==> src/vtp_pkg.sv <==
package vtp_pkg;

    // ============================================================
    // Address geometry
    // ============================================================

    // Byte offset within a 4 KB page
    localparam int PAGE_OFFSET_BITS = 12;

    // Byte offset within a 64-byte line
    localparam int LINE_OFFSET_BITS = 6;

    // Virtual and physical addresses are both 48 bits
    localparam int ADDR_BITS = 48;

    // ============================================================
    // Page and line indices
    // ============================================================

    // 4 KB virtual page index, the VA without its page offset
    typedef logic [ADDR_BITS-PAGE_OFFSET_BITS-1:0] va_page_t;

    // 4 KB physical page index
    typedef logic [ADDR_BITS-PAGE_OFFSET_BITS-1:0] pa_page_t;

    // Physical address of one 64-byte line
    // Page table reads are issued at this granularity
    typedef logic [ADDR_BITS-LINE_OFFSET_BITS-1:0] line_addr_t;

endpackage
==> src/pt_pkg.sv <==
package pt_pkg;

    // ============================================================
    // Table geometry
    // ============================================================

    // Each level is one 4 KB page holding 512 entries
    localparam int PT_IDX_BITS = 9;
    typedef logic [PT_IDX_BITS-1:0] pt_idx_t;

    // Root plus three more levels of indirection
    localparam int PT_LEVELS = 4;

    // One index per level, root index in the top slot
    typedef pt_idx_t [PT_LEVELS-1:0] pt_idx_vec_t;

    // Current level of the walk, 0 is the root
    typedef logic [$clog2(PT_LEVELS)-1:0] pt_depth_t;

    // Deepest level, a leaf is required here
    localparam pt_depth_t PT_LAST_DEPTH = pt_depth_t'(PT_LEVELS - 1);

    // Leaf one level above the last maps a 2 MB page
    localparam pt_depth_t PT_BIG_PAGE_DEPTH = pt_depth_t'(PT_LEVELS - 2);

    // ============================================================
    // Entry layout
    // ============================================================

    typedef logic [63:0] pt_word_t;

    // Status lives in the two low bits of every entry
    typedef struct packed
    {
        logic error;     // bit 1, entry invalid or missing
        logic terminal;  // bit 0, entry is the translation
    }
    pt_status_t;

    // Page pointer plus status, bits 47:12 and 1:0
    typedef struct packed
    {
        vtp_pkg::pa_page_t page;
        pt_status_t        status;
    }
    pt_entry_t;

    // Split a raw 64-bit word into page and status
    function automatic pt_entry_t pt_word_to_entry(pt_word_t w);
        pt_entry_t e;
        e.page            = w[vtp_pkg::PAGE_OFFSET_BITS +: $bits(vtp_pkg::pa_page_t)];
        e.status.error    = w[1];
        e.status.terminal = w[0];
        return e;
    endfunction

    // ============================================================
    // Walk FSM
    // ============================================================

    typedef enum logic [2:0]
    {
        IDLE,
        READ_REQ,
        WAIT_RSP,
        CHECK,
        DONE,
        ERROR
    }
    pt_walk_state_t;

endpackage

==> src/pt_entry_decode.sv <==
module pt_entry_decode
#(
    parameter int LINE_WORDS = 8,
    localparam int WORD_IDX_BITS = $clog2(LINE_WORDS)
)
(
    input  logic                               clk,
    input  logic                               reset,

    // Read response line from memory
    input  pt_pkg::pt_word_t [LINE_WORDS-1:0]  pt_read_data,
    input  logic                               pt_read_data_en,

    // Entry position within the line, from the FSM
    input  logic [WORD_IDX_BITS-1:0]           word_idx,

    // Selected entry, valid for one cycle
    output logic                               entry_valid,
    output pt_pkg::pt_entry_t                  entry
);

    import pt_pkg::*;

    // Registered copy of the response line
    pt_word_t [LINE_WORDS-1:0] line_q;
    logic                      line_en_q;

    // Entry picked out of the registered line
    pt_word_t sel_word;

    // Strobe follows the line by one register stage
    always_ff @(posedge clk)
    begin
        if (reset)
        begin
            line_en_q <= 1'b0;
        end
        else
        begin
            line_en_q <= pt_read_data_en;
        end
    end

    // Line data only captured when a response arrives
    always_ff @(posedge clk)
    begin
        if (pt_read_data_en)
        begin
            line_q <= pt_read_data;
        end
    end

    // Word select, index stays stable while the read is outstanding
    assign sel_word = line_q[word_idx];

    // Page pointer and status bits
    assign entry       = pt_word_to_entry(sel_word);
    assign entry_valid = line_en_q;

endmodule

==> src/pt_walk_fsm.sv <==
module pt_walk_fsm
#(
    parameter int LINE_WORDS = 8,
    localparam int WORD_IDX_BITS = $clog2(LINE_WORDS)
)
(
    input  logic                     clk,
    input  logic                     reset,

    // Enable level and table root
    input  logic                     walk_enable,
    input  vtp_pkg::pa_page_t        pt_root,

    // Walk request
    input  logic                     req_en,
    input  vtp_pkg::va_page_t        req_va,
    output logic                     req_rdy,

    // Page table line reads
    output logic                     pt_read_en,
    output vtp_pkg::line_addr_t      pt_read_addr,
    input  logic                     pt_read_rdy,

    // Decoded entry from the response path
    output logic [WORD_IDX_BITS-1:0] word_idx,
    input  logic                     entry_valid,
    input  pt_pkg::pt_entry_t        entry,

    // Result handshake
    input  logic                     fill_en,
    output logic                     walk_done,
    output logic                     walk_error,
    output vtp_pkg::va_page_t        done_va,
    output vtp_pkg::pa_page_t        done_pa,
    output pt_pkg::pt_depth_t        done_depth
);

    import pt_pkg::*;
    import vtp_pkg::*;

    // Index of a line within one table page
    localparam int LINE_IDX_BITS = PT_IDX_BITS - WORD_IDX_BITS;

    pt_walk_state_t state;
    logic           initialized;
    logic           req_accept;

    // Walk context
    va_page_t    walk_va;
    pa_page_t    cur_page;    // table page being read, leaf page at the end
    pt_idx_vec_t idx_vec;     // index of the current level in the top slot
    pt_depth_t   depth;
    pt_entry_t   rsp_entry;

    // Split of the current level's index
    pt_idx_t                  top_idx;
    logic [LINE_IDX_BITS-1:0] line_idx;

    // Outcome of the entry under check
    logic chk_error;
    logic chk_done;

    // ============================================================
    // Request and FSM
    // ============================================================

    // One walk at a time, only from IDLE
    assign req_rdy    = initialized && (state == IDLE);
    assign req_accept = req_en && req_rdy;

    // Error bit, or still a pointer at the deepest level
    assign chk_error = rsp_entry.status.error ||
                       (!rsp_entry.status.terminal && (depth == PT_LAST_DEPTH));
    assign chk_done  = !chk_error && rsp_entry.status.terminal;

    always_ff @(posedge clk)
    begin
        if (reset)
        begin
            state       <= IDLE;
            initialized <= 1'b0;
        end
        else
        begin
            initialized <= walk_enable;

            case (state)
                IDLE:
                begin
                    if (req_accept)
                    begin
                        state <= READ_REQ;
                    end
                end
                READ_REQ:
                begin
                    // Hold here under read back-pressure
                    if (pt_read_rdy)
                    begin
                        state <= WAIT_RSP;
                    end
                end
                WAIT_RSP:
                begin
                    if (entry_valid)
                    begin
                        state <= CHECK;
                    end
                end
                CHECK:
                begin
                    if (chk_error)
                    begin
                        state <= ERROR;
                    end
                    else if (chk_done)
                    begin
                        state <= DONE;
                    end
                    else
                    begin
                        state <= READ_REQ;
                    end
                end
                DONE:
                begin
                    // Released once the result has been filled
                    if (fill_en)
                    begin
                        state <= IDLE;
                    end
                end
                default:
                begin
                    // ERROR holds until reset
                    state <= ERROR;
                end
            endcase
        end
    end

    // Walk context updates
    always_ff @(posedge clk)
    begin
        case (state)
            IDLE:
            begin
                // VA page index is exactly the four level indices
                if (req_accept)
                begin
                    walk_va  <= req_va;
                    idx_vec  <= pt_idx_vec_t'(req_va);
                    depth    <= '0;
                    cur_page <= pt_root;
                end
            end
            WAIT_RSP:
            begin
                if (entry_valid)
                begin
                    rsp_entry <= entry;
                end
            end
            CHECK:
            begin
                cur_page <= rsp_entry.page;

                // Next level's index moves into the top slot
                if (!chk_error && !chk_done)
                begin
                    idx_vec <= {idx_vec[PT_LEVELS-2:0], pt_idx_t'(0)};
                    depth   <= depth + pt_depth_t'(1);
                end
            end
            default:
            begin
            end
        endcase
    end

    // ============================================================
    // Read address
    // ============================================================

    assign top_idx  = idx_vec[PT_LEVELS-1];
    assign line_idx = top_idx[PT_IDX_BITS-1 -: LINE_IDX_BITS];
    assign word_idx = top_idx[WORD_IDX_BITS-1:0];

    assign pt_read_en   = (state == READ_REQ) && pt_read_rdy;
    assign pt_read_addr = line_addr_t'({cur_page, line_idx});

    // ============================================================
    // Walk outcome
    // ============================================================

    // Pulses during the single CHECK cycle
    assign walk_done  = (state == CHECK) && chk_done;
    assign walk_error = (state == CHECK) && chk_error;

    assign done_va    = walk_va;
    assign done_pa    = rsp_entry.page;
    assign done_depth = depth;

endmodule

==> src/pt_walk_result.sv <==
module pt_walk_result
(
    input  logic              clk,
    input  logic              reset,

    // Walk outcome from the FSM
    input  logic              walk_done,
    input  logic              walk_error,
    input  vtp_pkg::va_page_t done_va,
    input  vtp_pkg::pa_page_t done_pa,
    input  pt_pkg::pt_depth_t done_depth,

    // Fill towards the TLB
    input  logic              fill_rdy,
    output logic              fill_en,
    output vtp_pkg::va_page_t fill_va,
    output vtp_pkg::pa_page_t fill_pa,
    output logic              fill_big_page,

    // Sticky missing-translation flag
    output logic              not_present
);

    import pt_pkg::*;

    // A finished translation is waiting for its fill
    logic res_valid;

    // Offered while held, fired when the TLB can take it
    assign fill_en = res_valid && fill_rdy;

    always_ff @(posedge clk)
    begin
        if (reset)
        begin
            res_valid   <= 1'b0;
            not_present <= 1'b0;
        end
        else
        begin
            if (walk_done)
            begin
                res_valid <= 1'b1;
            end
            else if (fill_en)
            begin
                res_valid <= 1'b0;
            end

            // Stays set until reset
            if (walk_error)
            begin
                not_present <= 1'b1;
            end
        end
    end

    // Translation held stable until consumed
    always_ff @(posedge clk)
    begin
        if (walk_done)
        begin
            fill_va       <= done_va;
            fill_pa       <= done_pa;
            fill_big_page <= (done_depth == PT_BIG_PAGE_DEPTH);
        end
    end

endmodule

==> src/pt_walk_top.sv <==
module pt_walk_top
#(
    parameter int LINE_WORDS = 8
)
(
    input  logic                              clk,
    input  logic                              reset,

    // Enable level and table root
    input  logic                              walk_enable,
    input  vtp_pkg::pa_page_t                 pt_root,

    // Walk request
    input  logic                              req_en,
    input  vtp_pkg::va_page_t                 req_va,
    output logic                              req_rdy,

    // Page table reads
    output logic                              pt_read_en,
    output vtp_pkg::line_addr_t               pt_read_addr,
    input  logic                              pt_read_rdy,
    input  pt_pkg::pt_word_t [LINE_WORDS-1:0] pt_read_data,
    input  logic                              pt_read_data_en,

    // Translation fill
    output logic                              fill_en,
    output vtp_pkg::va_page_t                 fill_va,
    output vtp_pkg::pa_page_t                 fill_pa,
    output logic                              fill_big_page,
    input  logic                              fill_rdy,

    // Walk hit a missing entry
    output logic                              not_present
);

    import pt_pkg::*;
    import vtp_pkg::*;

    localparam int WORD_IDX_BITS = $clog2(LINE_WORDS);

    // Decode to FSM
    logic                     entry_valid;
    pt_entry_t                entry;
    logic [WORD_IDX_BITS-1:0] word_idx;

    // FSM to result
    logic      walk_done;
    logic      walk_error;
    va_page_t  done_va;
    pa_page_t  done_pa;
    pt_depth_t done_depth;

    pt_entry_decode #(
        .LINE_WORDS (LINE_WORDS)
    ) i_decode (
        .clk             (clk),
        .reset           (reset),
        .pt_read_data    (pt_read_data),
        .pt_read_data_en (pt_read_data_en),
        .word_idx        (word_idx),
        .entry_valid     (entry_valid),
        .entry           (entry)
    );

    pt_walk_fsm #(
        .LINE_WORDS (LINE_WORDS)
    ) i_fsm (
        .clk          (clk),
        .reset        (reset),
        .walk_enable  (walk_enable),
        .pt_root      (pt_root),
        .req_en       (req_en),
        .req_va       (req_va),
        .req_rdy      (req_rdy),
        .pt_read_en   (pt_read_en),
        .pt_read_addr (pt_read_addr),
        .pt_read_rdy  (pt_read_rdy),
        .word_idx     (word_idx),
        .entry_valid  (entry_valid),
        .entry        (entry),
        .fill_en      (fill_en),
        .walk_done    (walk_done),
        .walk_error   (walk_error),
        .done_va      (done_va),
        .done_pa      (done_pa),
        .done_depth   (done_depth)
    );

    pt_walk_result i_result (
        .clk           (clk),
        .reset         (reset),
        .walk_done     (walk_done),
        .walk_error    (walk_error),
        .done_va       (done_va),
        .done_pa       (done_pa),
        .done_depth    (done_depth),
        .fill_rdy      (fill_rdy),
        .fill_en       (fill_en),
        .fill_va       (fill_va),
        .fill_pa       (fill_pa),
        .fill_big_page (fill_big_page),
        .not_present   (not_present)
    );

endmodule

==> config.mk <==
export PLATFORM = sky130hd
export DESIGN_NAME = pt_walk_top
export DESIGN_NICKNAME = d
export VERILOG_FILES = /design/src/vtp_pkg.sv /design/src/pt_pkg.sv /design/src/pt_entry_decode.sv /design/src/pt_walk_fsm.sv /design/src/pt_walk_result.sv /design/src/pt_walk_top.sv
export SDC_FILE = /design/constraint.sdc
export NUM_CORES = 1
export LEC_CHECK = 0
export CAP_MARGIN = 25
export CELL_PAD_IN_SITES_DETAIL_PLACEMENT = 0
export CELL_PAD_IN_SITES_GLOBAL_PLACEMENT = 1
export CORE_AREA = 3 3 276 278
export CTS_BUF_LIST = sky130_fd_sc_hd__clkbuf_8
export CTS_CLUSTER_DIAMETER = 200
export CTS_CLUSTER_SIZE = 40
export DETAILED_ROUTE_END_ITERATION = 8
export DIE_AREA = 0 0 279 281
export DONT_BUFFER_PORTS = 1
export GPL_TIMING_DRIVEN = 0
export PLACE_DENSITY = 0.44
export SETUP_SLACK_MARGIN = 0.4
export SKIP_CTS_REPAIR_TIMING = 1
export SLEW_MARGIN = 30
export SYNTH_ARGS = -nofsm -noshare
export SYNTH_HDL_FRONTEND = slang
export SYNTH_SLANG_ARGS = --single-unit
export TNS_END_PERCENT = 50
==> constraint.sdc <==
create_clock -name clk -period 5.99 [get_ports clk]
set_input_delay 0.8985 -clock clk [delete_from_list [all_inputs] [get_ports clk]]
set_output_delay 0.8985 -clock clk [all_outputs]
set_load 0.02 [all_outputs]
==> summary.md, run 1 <==
| Metric | Value |
|---|---|
| Post-Syn Nets | 1402 |
| Max Slew Vio Count | 0 |
| Worst Path Arrival | 2090 ps |
| CTS clk-pin slew, worst paths | 250 ps |
| Core ar. | 0.07420 sq mm |
| Final hold vios | 0 |
| Reg-to-reg slack, setup | 3160 ps |
| Flops & latches, synth | 532 |
| Design area | 0.02121 sq mm |
| Async S/R FF share, synth | 0% |
| Setup TNS | 0 ps |
| Post-Route WL | 53.65 mm |
| Design Power | 5971 uW |
| CP Max Fanout | 10 |
| Reg2Reg Depth | 7 |
| Fillers | 7243 |
| Critical path origin | i_fsm.state[2]$_SDFFE_PP0P_ |
| Nets | 1439 |
| Clock Sinks | 532 |
| Ys flop type | edfxtp_1 |
| Library cells used by synthesis | 29 |
| Worst setup SP type | flip-flop |
| Syn_area_per_cell | 23.88 sq um |
| Worst setup path category | flip-flop to output pin |
| Worst-Margin Slew | 900.7 ps |
| DRC viols | 0 |
| Io pins | 710 |
| R2R Path Start | i_fsm.state[1]$_SDFFE_PP0P_ |
| TritonCTS clock tree | yes |
| Syn-to-layout area delta | 9.793% |
| Number of H-tree levels | 1 |
| Sequential fraction of the synthesis area | 82.33% |
| Vias/cell | 4.399 |
| Longest Clk Path Bufs | 3 |
| Worst Hold Class | input pin to flip-flop |
| Initial DRT Pass Iterations | 4 |
| Commonest non-fill, non-tap cell in the layout | edfxtp_1 |
| Starting DRT DRC Count | 537 |
| Largest net degree at the start of global routing | 306 |
| Yosys warning total | 0 |
| Leakage | 0.006504 uW |
| Die height | 281 um |
| Worst setup path endpoint | req_rdy |
| Total grt overflow | 0 |
| MaxCap Viol Count | 0 |
| Cell count after synthesis | 809 |
| Detailed Place HPWL | 39.13 mm |
| Most frequent cells in the layout | 525 x edfxtp_1, 101 x mux2_2, 76 x mux4_2 |
| Cell Rows | 100 |
| Latest clock arrival within the worst-skew pair | 670 ps |
| Number of antenna violations at the first check in global routing | 35 |
| Wire length per cell | 29.22 um |
| Crit path capture type | output pin |
| Vias in the first global route | 8570 |
| HP Start | reset |
| Root buffer cell | clkbuf_8 |
| Via count | 8077 |
| Synthesized cell area | 0.01932 sq mm |
| WHS | 253.4 ps |
| F_max | 0.3341 GHz |
| Antenna Nets Post-Route | 0 |
| Max VDD drop | 0.2527 mV |
| Crit share post-route | 49.96% |
| Post-synth EDFFs | 525 |
| GRT Util Overall | 13.16% |
| IO Port Bufs | 0 |
| Status | complete, no violations |
| Fin Clk Skew | 75.27 ps |
| Worst hold path depth | 1 |
| Die width | 279 um |
| Power Density | 281.5 mW/mm^2 |
| Layout cells sized above 1 | 28.32% |
| RSZ-0062 raised after global routing | false |
| Final RePlAce weighted congestion | 0.7598 |
| First-pass GRT wire length | 71.96 mm |
| Starting Density | 26.04% |
| CP Data Required Time | 5090 ps |
| Die Area | 0.07840 sq mm |
| TritonCTS buffer count | 17 |
| RR Endpoint | i_result.fill_pa[25]$_DFFE_PP_ |
| Min Tclk post-route | 2993 ps |
| Setup Viol. Count Final | 0 |
| Placed cell areas | 0.02088 sq mm |
| Slew margin rel. | 39.96% |
-- flip-flops by register name (all words and copies together) (netlist names) --
signal and count:
i_fsm.rsp_entry 2, i_result.res_valid 1, i_result.fill_big_page 1, i_decode.entry_valid 1
i_fsm.initialized 1, i_fsm.top_idx 9, i_fsm.done_depth 2, i_result.not_present 1
i_fsm.idx_vec 27, i_result.fill_va 36, i_fsm.done_va 36, i_fsm.done_pa 36
i_result.fill_pa 36, i_decode.line_q 304, i_fsm.cur_page 36, i_fsm.state 3
-- kinds of logic after synthesis --
family / share of synthesized area (%)
mux: 14.75
compound gates: 0.4275
buf+inv: 1.179
simple gates: 1.185
fa+ha+maj: 0.1295
flops: 82.33
-- routing by layer --
layer / wire (um) / global-route usage [%]
met1: 21140 / 16.20
met2: 26500 / 22.30
met3: 4985 / 5.175
met4: 844 / 2.182
met5: 187 / 0
-- synthesized netlist by cell type, types with 2 or more instances --
cell / number / share of area (%)
mux4_2: 76 / 8.9
a21oi_1: 6 / 0.16
edfxtp_1: 525 / 82
nor2b_1: 2 / 0.065
clkbuf_1: 11 / 0.21
nand2b_1: 4 / 0.13
and2_1: 11 / 0.36
inv_1: 4 / 0.078
dfxtp_1: 7 / 0.73
buf_6: 5 / 0.29
nand3_1: 3 / 0.078
buf_1: 8 / 0.16
buf_4: 6 / 0.23
ha_1: 2 / 0.13
o21ai_0: 3 / 0.078
nand2_1: 3 / 0.058
mux2_2: 101 / 5.9
nand3b_1: 2 / 0.078
nor2_1: 9 / 0.17
nor3_1: 5 / 0.13
buf_2: 8 / 0.21
-- critical path, cell delays in order (launching register included) --
cell	delay [ps]
dfxtp_1	380
clkbuf_1	270
nor4b_2	790
-- worst min-delay path by stage --
stage / end / slack, ps
2_1_floorplan: i_result.fill_va[0]$_DFFE_PP_ / 400
3_3_place_gp: i_result.fill_va[0]$_DFFE_PP_ / 400
3_5_place_dp: i_result.fill_va[16]$_DFFE_PP_ / 400
4_1_cts: i_result.not_present$_SDFFE_PP0P_ / 130
5_1_grt: i_result.not_present$_SDFFE_PP0P_ / 150
6_report: i_result.res_valid$_SDFFE_PP0P_ / 250
-- power breakdown --
group / switching [uW] / leakage, uW / internal (uW)
Clock: 1060 / 0.000166 / 277
Combinational: 103 / 0.00130 / 145
Sequential: 72.2 / 0.00504 / 4310
Total: 1240 / 0.00650 / 4730
-- through the flow --
step           setup slack [ps]  util (%)  cells
6_report                   2997     28.59   1836
5_1_grt                    2747     28.56   1828
4_1_cts                    2853     28.53   1820
3_5_place_dp               3043     28.15   1796
3_3_place_gp              -2730     27.67   1778
2_1_floorplan              1515         -    809
-- cell type report --
class	count	area, sq um	area share, %
Antenna cell	16	40.04	0.1888
Multi-Input combinational cell	235	3228	15.22
Clock buffer	17	234.0	1.103
Tap cell	969	1212	5.716
Inverter	4	15.01	0.07079
Timing Repair Buffer	18	306.5	1.445
Sequential cell	532	15910	74.99
Buffer	38	216.5	1.021
Clock inverter	7	52.55	0.2478
Note: power is estimated with default switching activity, not from simulation.
==> inputs of run 2 (changes only) <==
clock period = 3.1 ns   (was 5.99 ns; I/O delays follow)
==> run 2 against run 1 <==
Against the previous run:
- the flow now stops in global routing (5_1_grt)
- synthesized cell count is the same
- area after synthesis stayed put
==> summary.md, run 2 <==
| Metric | Value |
|---|---|
| Syn_area_per_cell | 23.88 sq um |
| TritonCTS buffer count | 17 |
| Worst_ep grt | i_fsm.done_pa[3]$_DFFE_PP_/D |
| Post-synth top area cell | edfxtp_1 |
| Io pins | 710 |
| Area share of the largest cell type after synthesis | 81.61% |
| Post-Syn Nets | 1402 |
| First Err | [ERROR RSZ-0060] Max buffer count reached. |
| Clock Sinks | 532 |
| Status | did not finish |
| Top cells by area, synth | edfxtp_1 82%, mux4_2 8.9%, mux2_2 5.9% |
| Synth top cells by count | 525 x edfxtp_1, 101 x mux2_2, 76 x mux4_2 |
| Largest net degree at the start of global routing | 306 |
| Starting Density | 26.04% |
| Top-count cell post-synth | edfxtp_1 |
| Post-synth EDFFs | 525 |
| Die width | 279 um |
| Yosys warning total | 0 |
| Cell Rows | 100 |
| Detailed Place HPWL | 39.75 mm |
| Flops & latches, synth | 532 |
| Last stage | global routing (5_1_grt) |
| Die height | 281 um |
| Root buffer cell | clkbuf_8 |
| Longest Clk Path Bufs | 3 |
| Worst ep type | register data pin |
| Sequential fraction of the synthesis area | 82.33% |
| Ys flop type | edfxtp_1 |
| Async S/R FF share, synth | 0% |
| Library cells used by synthesis | 29 |
| Synthesized cell area | 0.01932 sq mm |
| Final RePlAce weighted congestion | 0.7155 |
| Number of H-tree levels | 1 |
| Cell count after synthesis | 809 |
| IO Port Bufs | 0 |
-- run 2: stage by stage --
stage / area [sq um] / instances / hold slack, ps / worst slack [ps] / setup TNS (ps)
after floorplan: 19330 / 809 / 400.3 / -125.4 / -4767
after global placement: 20540 / 1778 / 400.9 / -2789 / -327070
after detailed placement: 20870 / 1793 / 404.5 / 219.5 / 0
after CTS: 21150 / 1816 / -300.6 / 167.2 / 0
-- run 2: cell families after synthesis --
family	after synthesis	share of synthesized area [%]
simple gates	42	1.185
mux	177	14.75
buf+inv	42	1.179
compound gates	14	0.4275
flops	532	82.33
fa+ha+maj	2	0.1295
==> inputs of run 3 (changes only) <==
CELL_PAD_IN_SITES_DETAIL_PLACEMENT = default   (was 0)
CELL_PAD_IN_SITES_GLOBAL_PLACEMENT = default   (was 1)
CORE_AREA = default   (was 3 3 276 278)
CORE_MARGIN = 3   (was default)
CORE_UTILIZATION = 27   (was default)
CTS_BUF_LIST = default   (was sky130_fd_sc_hd__clkbuf_8)
CTS_CLUSTER_DIAMETER = default   (was 200)
CTS_CLUSTER_SIZE = default   (was 40)
DIE_AREA = default   (was 0 0 279 281)
PLACE_DENSITY = default   (was 0.44)
PLACE_DENSITY_LB_ADDON = 0.15   (was default)
SETUP_SLACK_MARGIN = default   (was 0.4)
==> run 3 against run 2 <==
Against the previous run:
- the flow now finishes without violations
==> summary.md, run 3 (synthesis results as in run 1) <==
| Metric | Value |
|---|---|
| Crit path max-delay family | buffers and inverters |
| CP Max Fanout | 10 |
| Reg-to-reg slack, setup | 380 ps |
| Nets | 1823 |
| Final hold vios | 0 |
| Cell Rows | 97 |
| Cell Count, Final, Fillers Out | 2221 |
| Design Power | 16320 uW |
| CP max stage cell | buf_1 |
| Detailed Place HPWL | 39.47 mm |
| Io pins | 710 |
| First-pass GRT wire length | 73.92 mm |
| Worst setup path category | flip-flop to flip-flop |
| Worst hold path depth | 3 |
| Worst-Margin Slew | 930.1 ps |
| Slew margin rel. | 37.99% |
| Crit share post-route | 87.85% |
| Min Tclk post-route | 2723 ps |
| R2R Path Start | i_fsm.top_idx[1]$_DFFE_PP_ |
| Worst Hold Class | input pin to flip-flop |
| TritonCTS buffer count | 60 |
| Syn-to-layout area delta | 35.55% |
| Antenna Nets Post-Route | 0 |
| Vias in the first global route | 8951 |
| Critical Path Max Stage Delay | 670 ps |
| Largest net degree at the start of global routing | 306 |
| Status | complete, no violations |
| Buffer and inverter count on the worst path | 2 |
| Final WS setup | 376.5 ps |
| Finished Core Util | 37.14% |
| Cells along the critical path | buf_2 -> buf_1 -> mux4_2 -> mux2_2 |
| F_max | 0.3672 GHz |
| HP Start | fill_rdy |
| Starting Density | 27.40% |
| Commonest non-fill, non-tap cell in the layout | edfxtp_1 |
| Reg2Reg Depth | 4 |
| Die height | 273.5 um |
| Initial DRT Pass Iterations | 5 |
| Max Slew Vio Count | 0 |
| Longest Clk Path Bufs | 3 |
| GRT Util Overall | 14.33% |
| DRC viols | 0 |
| Power Density | 623.1 mW/mm^2 |
| Die Area | 0.07480 sq mm |
| CTS clk-pin slew, worst paths | 60 ps |
| Leakage | 0.008672 uW |
| MaxCap Viol Count | 0 |
| Vias/cell | 4.380 |
| Worst slack at placement | 257.9 ps |
| Starting DRT DRC Count | 656 |
| IO Port Bufs | 0 |
| Crit path capture type | flip-flop |
| Max VDD drop | 0.4047 mV |
| Most flop-heavy register | i_decode.line_q |
| Number of antenna violations at the first check in global routing | 18 |
| Post-Route WL | 57.70 mm |
| Latest clock arrival within the worst-skew pair | 610 ps |
| Placed Cells | 1763 |
| Die width | 273.5 um |
| Worst Path Arrival | 3070 ps |
| CP Data Required Time | 3440 ps |
| Worst setup SP type | flip-flop |
| Core ar. | 0.07051 sq mm |
| RSZ-0062 raised after global routing | false |
| Number of H-tree levels | 2 |
| Final RePlAce weighted congestion | 0.7782 |
| Crit. path cell count | 4 |
| Layout cells sized above 1 | 23.76% |
| Clock Sinks | 532 |
| RR Endpoint | i_fsm.done_pa[23]$_DFFE_PP_ |
| Via count | 9728 |
| Root buffer cell | clkbuf_16 |
| Largest register FFs | 304 |
| TritonCTS clock tree | yes |
| Hold Path End | i_result.res_valid$_SDFFE_PP0P_ |
| Total grt overflow | 0 |
| Fin Clk Skew | 14.51 ps |
| Wire length per cell | 25.98 um |
| Setup Viol. Count Final | 0 |
| Most frequent cells in the layout | 525 x edfxtp_1, 345 x dlygate4sd3_1, 101 x mux2_2 |
[run 3: per-stage QoR]
step                hold WS (ps)  TNS [ps]  cell area [sq um]
floorplan                  400.3     -4767              19330
global placement           401.0   -343060              20510
detailed placement         404.5         0              20810
CTS                       -122.4         0              22720
global route              -11.47         0              26180
finish                     49.78         0              26190
[run 3: final cells by class]
cell class              instances  area [sq um]
multi-input cells             235          3234
well taps                     940          1176
repair buffers                359          3716
fillers                      6523         44330
plain buffers                  38         215.2
clock inverters                37         349.1
flip-flops and latches        532         15910
inverters                       4         15.01
diodes                          6         15.01
clock buffers                  70          1560
[run 3: worst max path at each step]
stage / to / from / slack, ps
2_1_floorplan: i_fsm.done_depth[0]$_SDFFCE_PN0P_ / i_fsm.done_depth[0]$_SDFFCE_PN0P_ / -130
4_1_cts: i_fsm.rsp_entry[0]$_DFFE_PP_ / i_fsm.top_idx[1]$_DFFE_PP_ / 220
3_3_place_gp: i_fsm.cur_page[12]$_DFFE_PP_ / i_fsm.state[0]$_SDFFE_PP0P_ / -3030
3_5_place_dp: i_fsm.done_pa[9]$_DFFE_PP_ / i_fsm.top_idx[1]$_DFFE_PP_ / 260
6_report: i_fsm.done_pa[23]$_DFFE_PP_ / i_fsm.top_idx[1]$_DFFE_PP_ / 380
5_1_grt: i_fsm.rsp_entry[1]$_DFFE_PP_ / i_fsm.top_idx[1]$_DFFE_PP_ / 170
[run 3: power by group]
group          switching (uW)  total, uW  leakage, uW  internal [uW]
Combinational             305        871      0.00271            566
Sequential                137       8480      0.00504           8340
Clock                    2890       6970     0.000929           4080
[run 3: worst min-delay path, cell delays in order]
cell and delay [ps]:
inv_1 30, a21oi_1 50, nor2_1 70
[run 3: per-layer routing]
metal | GRT usage (%) | up-vias | part of all wire (%)
met5 | 0 | - | 0.22
met4 | 4.242 | 20 | 2.0
met3 | 6.223 | 92 | 7.3
met2 | 23.33 | 389 | 48
met1 | 17.22 | 5024 | 42
li1 | - | 4203 | -
